==> src/logic/ddr_link_pkg.sv <==
package ddr_link_pkg;

  // Pad bits per channel, one byte per PHY edge
  localparam int CHANNEL_WIDTH = 8;
  // One channel word covers both edges of the forwarded clock
  localparam int DDR_WIDTH = 2 * CHANNEL_WIDTH;
  localparam int NUM_CHANNELS = 2;
  localparam int CORE_WIDTH = 64;

  // Bits handed to all channels on one serializer beat
  localparam int SLICE_WIDTH = DDR_WIDTH * NUM_CHANNELS;
  // Number of beats needed per core word
  localparam int POSI_RATIO = CORE_WIDTH / SLICE_WIDTH;
  localparam int SLICE_IDX_WIDTH = (POSI_RATIO > 1) ? $clog2(POSI_RATIO) : 1;

  // Output FIFO per channel; its depth is also the starting credit count
  localparam int LG_FIFO_DEPTH = 3;
  localparam int FIFO_DEPTH = 1 << LG_FIFO_DEPTH;

  // One token edge from the receiver stands for this many consumed words
  localparam int LG_TOKEN_DECIMATION = 1;
  localparam int TOKEN_CREDITS = 1 << LG_TOKEN_DECIMATION;

  // Extra bit so a full count of FIFO_DEPTH fits
  localparam int CREDIT_WIDTH = LG_FIFO_DEPTH + 1;

  // What one PHY edge carries on the pads
  typedef struct packed {
    logic                     valid;
    logic [CHANNEL_WIDTH-1:0] data;
  } ddr_byte_t;

  // One channel word, lo byte goes out first
  typedef struct packed {
    logic [CHANNEL_WIDTH-1:0] hi;
    logic [CHANNEL_WIDTH-1:0] lo;
  } lane_word_t;

  // Serializer holds either nothing or one core word being cut into slices
  typedef enum logic {
    PISO_EMPTY,
    PISO_SHIFTING
  } piso_state_e;

  // Which half of the DDR word is on the pads, also the forwarded clock level
  typedef enum logic {
    PHASE_LO,
    PHASE_HI
  } phy_phase_e;

endpackage

==> src/logic/ddr_link_upstream.sv <==
`timescale 1ns/1ps

module ddr_link_upstream (
  input  logic                                 core_clk_i,
  input  logic                                 rst_n_i,
  input  logic                                 link_enable_i,
  input  logic                                 core_valid_i,
  input  logic [ddr_link_pkg::CORE_WIDTH-1:0]  core_data_i,
  output logic                                 core_ready_o,
  output logic [ddr_link_pkg::NUM_CHANNELS-1:0] io_clk_r_o,
  output logic [ddr_link_pkg::NUM_CHANNELS-1:0][ddr_link_pkg::CHANNEL_WIDTH-1:0] io_data_r_o,
  output logic [ddr_link_pkg::NUM_CHANNELS-1:0] io_valid_r_o,
  input  logic [ddr_link_pkg::NUM_CHANNELS-1:0] io_token_i
);

  import ddr_link_pkg::*;

  logic                               slice_valid;
  logic                               slice_yumi;
  lane_word_t [NUM_CHANNELS-1:0]      slice_data;
  logic [NUM_CHANNELS-1:0]            lane_ready;

  // All channels take a slice together, so one full FIFO stalls the serializer
  assign slice_yumi = (&lane_ready) && slice_valid;

  link_piso u_piso (
    .core_clk_i    (core_clk_i),
    .rst_n_i       (rst_n_i),
    .core_valid_i  (core_valid_i),
    .core_data_i   (core_data_i),
    .core_ready_o  (core_ready_o),
    .slice_valid_o (slice_valid),
    .slice_data_o  (slice_data),
    .slice_yumi_i  (slice_yumi)
  );

  for (genvar ch = 0; ch < NUM_CHANNELS; ch++) begin : g_lane
    logic       phy_valid;
    logic       phy_ready;
    lane_word_t phy_data;
    ddr_byte_t  pad;

    // Credit gated FIFO for this channel
    link_source_sync u_sso (
      .core_clk_i    (core_clk_i),
      .rst_n_i       (rst_n_i),
      .link_enable_i (link_enable_i),
      .lane_valid_i  (slice_yumi),
      .lane_data_i   (slice_data[ch]),
      .lane_ready_o  (lane_ready[ch]),
      .token_i       (io_token_i[ch]),
      .phy_valid_o   (phy_valid),
      .phy_data_o    (phy_data),
      .phy_ready_i   (phy_ready)
    );

    link_oddr_phy u_phy (
      .core_clk_i    (core_clk_i),
      .rst_n_i       (rst_n_i),
      .link_enable_i (link_enable_i),
      .phy_valid_i   (phy_valid),
      .phy_data_i    (phy_data),
      .phy_ready_o   (phy_ready),
      .io_clk_r_o    (io_clk_r_o[ch]),
      .io_pad_r_o    (pad)
    );

    // Pad byte split into data and valid pins
    assign io_data_r_o[ch]  = pad.data;
    assign io_valid_r_o[ch] = pad.valid;
  end

endmodule

==> src/logic/link_credit_ctrl.sv <==
`timescale 1ns/1ps

module link_credit_ctrl (
  input  logic core_clk_i,
  input  logic rst_n_i,
  input  logic token_i,
  input  logic send_i,
  output logic has_credit_o
);

  import ddr_link_pkg::*;

  // Token line from the receiver, sampled then delayed once more
  logic token_r;
  logic token_prev_r;
  logic token_edge;

  // Words the receiver can still absorb
  logic [CREDIT_WIDTH-1:0] credit_cnt_r;
  logic [CREDIT_WIDTH-1:0] credit_cnt_n;

  always_ff @(posedge core_clk_i) begin
    if (!rst_n_i) begin
      token_r      <= 1'b0;
      token_prev_r <= 1'b0;
    end else begin
      token_r      <= token_i;
      token_prev_r <= token_r;
    end
  end

  // Receiver toggles the line, so rising and falling edges both count
  assign token_edge = token_r ^ token_prev_r;

  always_comb begin
    credit_cnt_n = credit_cnt_r;
    // One credit spent per word handed to the PHY
    if (send_i) begin
      credit_cnt_n = credit_cnt_n - CREDIT_WIDTH'(1);
    end
    // Each token edge returns a decimated batch of credits
    if (token_edge) begin
      credit_cnt_n = credit_cnt_n + CREDIT_WIDTH'(TOKEN_CREDITS);
    end
  end

  always_ff @(posedge core_clk_i) begin
    if (!rst_n_i) begin
      // Receiver FIFO starts empty, so the whole depth is available
      credit_cnt_r <= CREDIT_WIDTH'(FIFO_DEPTH);
    end else begin
      credit_cnt_r <= credit_cnt_n;
    end
  end

  // Sending stops as soon as the last credit is used
  assign has_credit_o = (credit_cnt_r != '0);

endmodule

==> src/logic/link_oddr_phy.sv <==
`timescale 1ns/1ps

module link_oddr_phy (
  input  logic                     core_clk_i,
  input  logic                     rst_n_i,
  input  logic                     link_enable_i,
  input  logic                     phy_valid_i,
  input  ddr_link_pkg::lane_word_t phy_data_i,
  output logic                     phy_ready_o,
  output logic                     io_clk_r_o,
  output ddr_link_pkg::ddr_byte_t  io_pad_r_o
);

  import ddr_link_pkg::*;

  // Phase of the byte now on the pads
  phy_phase_e phase_r;
  phy_phase_e phase_n;

  // Hi byte and its valid, waiting for the second edge
  ddr_byte_t hold_r;
  ddr_byte_t hold_n;

  ddr_byte_t pad_r;
  ddr_byte_t pad_n;

  logic idle;
  logic accept;

  // Disabled with no half word in flight, the phase is parked low
  assign idle = (phase_r == PHASE_LO) && !link_enable_i && !hold_r.valid;

  // New word only after a hi byte, so words stream back to back
  assign phy_ready_o = (phase_r == PHASE_HI) || idle;
  assign accept      = phy_valid_i && phy_ready_o;

  always_comb begin
    phase_n = phase_r;
    hold_n  = hold_r;
    pad_n   = '0;
    if (accept) begin
      // Lo byte goes out next cycle with the clock low
      phase_n      = PHASE_LO;
      pad_n        = '{valid: 1'b1, data: phy_data_i.lo};
      hold_n       = '{valid: 1'b1, data: phy_data_i.hi};
    end else if (phase_r == PHASE_HI) begin
      // End of a word or an empty slot, pads go quiet
      phase_n      = PHASE_LO;
      hold_n.valid = 1'b0;
    end else if (link_enable_i || hold_r.valid) begin
      // Finish the word even if the link was just disabled
      phase_n = PHASE_HI;
      pad_n   = hold_r;
    end
  end

  always_ff @(posedge core_clk_i) begin
    if (!rst_n_i) begin
      phase_r <= PHASE_LO;
      hold_r  <= '0;
      pad_r   <= '0;
    end else begin
      phase_r <= phase_n;
      hold_r  <= hold_n;
      pad_r   <= pad_n;
    end
  end

  // Forwarded clock is high exactly while the hi byte is out
  assign io_clk_r_o = (phase_r == PHASE_HI);
  assign io_pad_r_o = pad_r;

endmodule

==> src/logic/link_piso.sv <==
`timescale 1ns/1ps

module link_piso (
  input  logic                                                  core_clk_i,
  input  logic                                                  rst_n_i,
  input  logic                                                  core_valid_i,
  input  logic [ddr_link_pkg::CORE_WIDTH-1:0]                   core_data_i,
  output logic                                                  core_ready_o,
  output logic                                                  slice_valid_o,
  output ddr_link_pkg::lane_word_t [ddr_link_pkg::NUM_CHANNELS-1:0] slice_data_o,
  input  logic                                                  slice_yumi_i
);

  import ddr_link_pkg::*;

  piso_state_e state_r;

  // Core word stored as an array of slices, slice 0 in the low bits
  logic [POSI_RATIO-1:0][SLICE_WIDTH-1:0] word_r;

  // Slice currently presented to the senders
  logic [SLICE_IDX_WIDTH-1:0] idx_r;

  logic last_slice;
  logic core_take;

  // Last slice of the held word is on the output
  assign last_slice = (state_r == PISO_SHIFTING) &&
                      (idx_r == SLICE_IDX_WIDTH'(POSI_RATIO - 1));

  // Ready when empty, or when the last slice leaves on this edge
  // so a new word loads without a bubble
  assign core_ready_o = (state_r == PISO_EMPTY) || (last_slice && slice_yumi_i);
  assign core_take    = core_valid_i && core_ready_o;

  assign slice_valid_o = (state_r == PISO_SHIFTING);

  // Each slice splits into one lane_word_t per channel, channel 0 lowest
  assign slice_data_o = word_r[idx_r];

  always_ff @(posedge core_clk_i) begin
    if (!rst_n_i) begin
      state_r <= PISO_EMPTY;
      idx_r   <= '0;
    end else if (core_take) begin
      // Fresh word starts from slice 0
      state_r <= PISO_SHIFTING;
      idx_r   <= '0;
    end else if (slice_yumi_i) begin
      if (last_slice) begin
        // Nothing waiting on the core side
        state_r <= PISO_EMPTY;
        idx_r   <= '0;
      end else begin
        idx_r <= idx_r + 1'b1;
      end
    end
  end

  // Payload register, loaded only on acceptance
  always_ff @(posedge core_clk_i) begin
    if (core_take) begin
      word_r <= core_data_i;
    end
  end

endmodule

==> src/logic/link_source_sync.sv <==
`timescale 1ns/1ps

module link_source_sync (
  input  logic                     core_clk_i,
  input  logic                     rst_n_i,
  input  logic                     link_enable_i,
  input  logic                     lane_valid_i,
  input  ddr_link_pkg::lane_word_t lane_data_i,
  output logic                     lane_ready_o,
  input  logic                     token_i,
  output logic                     phy_valid_o,
  output ddr_link_pkg::lane_word_t phy_data_o,
  input  logic                     phy_ready_i
);

  import ddr_link_pkg::*;

  // Circular buffer of lane words
  lane_word_t mem_r [FIFO_DEPTH];

  // Pointers carry one wrap bit above the address
  logic [LG_FIFO_DEPTH:0] wr_ptr_r;
  logic [LG_FIFO_DEPTH:0] rd_ptr_r;

  logic fifo_empty;
  logic fifo_full;
  logic push;
  logic pop;
  logic has_credit;

  assign fifo_empty = (wr_ptr_r == rd_ptr_r);
  // Same address on opposite laps
  assign fifo_full  = (wr_ptr_r[LG_FIFO_DEPTH] != rd_ptr_r[LG_FIFO_DEPTH]) &&
                      (wr_ptr_r[LG_FIFO_DEPTH-1:0] == rd_ptr_r[LG_FIFO_DEPTH-1:0]);

  assign lane_ready_o = !fifo_full;
  assign push         = lane_valid_i && !fifo_full;

  // Send needs data, a credit and an enabled link
  assign phy_valid_o = !fifo_empty && has_credit && link_enable_i;
  assign phy_data_o  = mem_r[rd_ptr_r[LG_FIFO_DEPTH-1:0]];
  assign pop         = phy_valid_o && phy_ready_i;

  always_ff @(posedge core_clk_i) begin
    if (!rst_n_i) begin
      wr_ptr_r <= '0;
      rd_ptr_r <= '0;
    end else begin
      if (push) begin
        wr_ptr_r <= wr_ptr_r + 1'b1;
      end
      if (pop) begin
        rd_ptr_r <= rd_ptr_r + 1'b1;
      end
    end
  end

  always_ff @(posedge core_clk_i) begin
    if (push) begin
      mem_r[wr_ptr_r[LG_FIFO_DEPTH-1:0]] <= lane_data_i;
    end
  end

  // Every word popped toward the pads spends one credit
  link_credit_ctrl u_credit (
    .core_clk_i   (core_clk_i),
    .rst_n_i      (rst_n_i),
    .token_i      (token_i),
    .send_i       (pop),
    .has_credit_o (has_credit)
  );

endmodule

==> config.mk <==
export PLATFORM = sky130hd
export DESIGN_NAME = ddr_link_upstream
export DESIGN_NICKNAME = d
export VERILOG_FILES = /design/src/logic/ddr_link_pkg.sv /design/src/logic/ddr_link_upstream.sv /design/src/logic/link_credit_ctrl.sv /design/src/logic/link_oddr_phy.sv /design/src/logic/link_piso.sv /design/src/logic/link_source_sync.sv
export SDC_FILE = /design/constraint.sdc
export NUM_CORES = 1
export LEC_CHECK = 0
export BUFFER_PORTS_ARGS = -buffer_cell sky130_fd_sc_hd__buf_2
export CAP_MARGIN = 40
export CORE_MARGIN = 2
export CORE_UTILIZATION = 40
export CTS_CLUSTER_SIZE = 24
export DETAILED_ROUTE_END_ITERATION = 16
export PLACE_DENSITY = 0.57
export SLEW_MARGIN = 20
export SYNTH_ARGS = -nofsm -noshare
export SYNTH_HDL_FRONTEND = slang
export SYNTH_SLANG_ARGS = --single-unit
==> constraint.sdc <==
create_clock -name core_clk_i -period 4.27 [get_ports core_clk_i]
set_input_delay 0.2135 -clock core_clk_i [delete_from_list [all_inputs] [get_ports core_clk_i]]
set_output_delay 0.2135 -clock core_clk_i [all_outputs]
set_load 0.03 [all_outputs]
==> metrics.txt <==
status completed; FF/Latch Area 0.01109 sq mm; CTS Sinks 394; most common cell after layout, fill and taps aside edfxtp_1; hold_ws 0.05551 ns; P per Cell Area 461.4 mW/mm^2; GR Overflow Total 0; critical path arrival 2.74 ns; critical path type flop to output port; Mapped Area 0.01496 sq mm; post-route cell area 0.01821 sq mm; vias per cell 5.073; Nets ~1,100; Final Setup Violations 0; Synth cell types 42; H-tree Lvls 2; FF+latch count, synth 394; HP Class input pin to flop; Synth-to-Final Area Change 21.74%; first-pass GRT wire length 45,150 um; initial antenna violation count 0; Post-route DRC 0; antenna-violating nets left 0; root buf cell clkbuf_16; LEAKAGE 0.006151 uW; Placed Cells 1,344; height of the die 197.4 um; syn_nets 880; max cap viols 0; Slew HR a little under half; die area 0.03895 sq mm; RSZ-0062 raised after global routing no; WP data required 4.06 ns; Total GRT Usage 15.31%; post-CTS resize count 0; Clock Tree Buf Depth 3; EDFF count, synth 320; number of iterations in the first detailed-routing pass 4; Crit. End Element output port; Synth Flop Type edfxtp_1; Syn Area/Cell 18.65 sq um; Top-Level Pins 91; worst skew pair latency approximately 0.54 ns; Slew @ Worst Pin 0.7826 ns; largest net degree at the start of global routing 58; Finished Core Util 49.61%; DRT iter0 DRCs 463; period utilization around 69%; # port buffers 90; CTS Hold Bufs between 60 and 70; fin. max-slew vios 0; fraction of layout cells with a size suffix above 1 29.55%; WL final 29,060 um; Tmin final 2.950 ns; largest fanout on the critical path 11; CTS tree done; n_diodes 0; Die X 197.4 um; most frequent cells in the layout edfxtp_1 (320), buf_2 (90), dfxtp_1 (71), dlygate4sd3_1 (67), mux4_2 (64); Ys Warns 0; peak supply drop 0.3004 mV; via count about 7,600; initial core utilization 40.75%; Final TNS setup 0 ns; sequential-to-total area share from yosys stat between 70 and 80%; core area 0.03670 sq mm; setup repair bufs after CTS 0; fmax roughly 340 MHz; fraction of registers with async set/reset 0%; Final Hold Vio Count 0; DP Area roughly 0.016 sq mm; WL/cell 19.50 um; gpl congestion 0.7077; Multi-input gate area approximately 0.0037 sq mm; Post-DP HPWL 17,630 um; Non-Filler Instances about 1,500; Post-Syn Instances 802; CTS buffer count 42; number of fill cells in the layout about 3,000; Final Skew 0.01472 ns; CP Launch Type flop; Cell Rows 70; Reg clk slew, reported paths 0.06 ns; vias in the first global route 7,865
## flip-flops by register name (all words and copies together) (netlist names), 2 cells and up, named ones only
register	flops
g_lane.u_sso.mem_r	256
g_lane.u_phy.hold_r	18
g_lane.u_sso.u_credit.token_prev_r	2
g_lane.u_sso.u_credit.credit_cnt_r	8
g_lane.u_phy.io_clk_r_o	2
g_lane.u_sso.u_credit.token_r	2
g_lane.u_sso.rd_ptr_r	8
u_piso.word_r	64
g_lane.u_phy.io_pad_r_o	18
g_lane.u_sso.wr_ptr_r	8
## synth_stat cells, types with 3 or more instances
master / instances / area share (%)
and2_1: 12 / 0.50
buf_6: 3 / 0.23
nand4b_1: 5 / 0.29
ha_1: 8 / 0.67
buf_4: 9 / 0.45
clkbuf_1: 22 / 0.55
nor4b_1: 3 / 0.18
edfxtp_1: 320 / 64
nor3_1: 7 / 0.23
a21oi_1: 18 / 0.60
dfxtp_1: 74 / 9.9
nor4_1: 3 / 0.13
nand3_1: 4 / 0.13
xnor2_1: 13 / 0.76
nor2b_1: 5 / 0.21
nand2_1: 35 / 0.88
mux4_2: 64 / 9.6
o21ai_0: 37 / 1.2
nor3b_1: 8 / 0.40
mux2_2: 32 / 2.4
nor2_1: 6 / 0.15
xor2_1: 9 / 0.53
mux2i_1: 42 / 2.8
nand2b_1: 7 / 0.29
nand4_1: 7 / 0.29
o21a_1: 7 / 0.35
inv_1: 9 / 0.23
buf_2: 13 / 0.44
## report_power, final
part / switching, uW / internal, uW
clock network: 1430 / 2160
logic: 255 / 209
registers: 50.4 / 4300
total: 1730 / 6670
## through the flow
| stage | power (uW) | setup WS (ns) |
|---|---|---|
| global route | 8707 | 1.092 |
| floorplan | 4697 | 0.8176 |
| finish | 8400 | 1.320 |
| global placement | 4842 | 1.420 |
| CTS | 8513 | 1.280 |
| detailed placement | 4855 | 1.322 |
## layout make-up
class | instances | area share [%]
well taps | 468 | 3.216
repair buffers | 189 | 7.828
inverters | 9 | 0.1856
clock inverters | 20 | 1.189
flip-flops and latches | 394 | 60.94
clock buffers | 58 | 6.384
multi-input cells | 352 | 20.26
## path summary, 6_finish.rpt
path,startpoint,endpoint,slack [ns],cells after the start
min reg2reg,g_lane[1].u_phy.hold_r[2]$_SDFFE_PN0N_,g_lane[1].u_phy.io_pad_r_o[2]$_SDFF_PN0_,0.45,2
min,rst_n_i,g_lane[1].u_phy.hold_r[8]$_SDFFE_PN0P_,0.06,2
max reg2reg,g_lane[0].u_sso.wr_ptr_r[0]$_SDFFE_PN0P_,u_piso.word_r[34]$_DFFE_PP_,1.33,6
max,g_lane[0].u_sso.wr_ptr_r[0]$_SDFFE_PN0P_,core_ready_o,1.32,6
## routing by layer
layer | global-route usage (%) | wire [um] | up-vias
li1 | - | - | 3530
met3 | 3.022 | 1347 | 45
met4 | 4.121 | 551 | 0
met1 | 21.57 | 13440 | 3829
met2 | 24.43 | 13720 | 155
met5 | 0 | 0 | -
## critical path, stage by stage (launching register included)
cell and delay (ns):
dfxtp_1 0.61, xor2_1 0.17, nor4_1 0.46, nor2_2 0.20, a21boi_1 0.39, inv_1 0.15, buf_2 0.21
## kinds of logic (layout without fill, tap and decap cells)
group | count (synthesis) | after routing | synth area share (%)
xor gates and xnor gates | 22 | 22 | 1.288
adders and majority gates | 8 | 8 | 0.6693
buffers and inverters | 56 | 276 | 1.891
muxes | 138 | 138 | 14.86
DFF | 394 | 394 | 74.16
AOI/OAI and AO/OA | 71 | 71 | 2.786
and+or+nand+nor | 113 | 113 | 4.350
(Power assumes the default switching activity.)
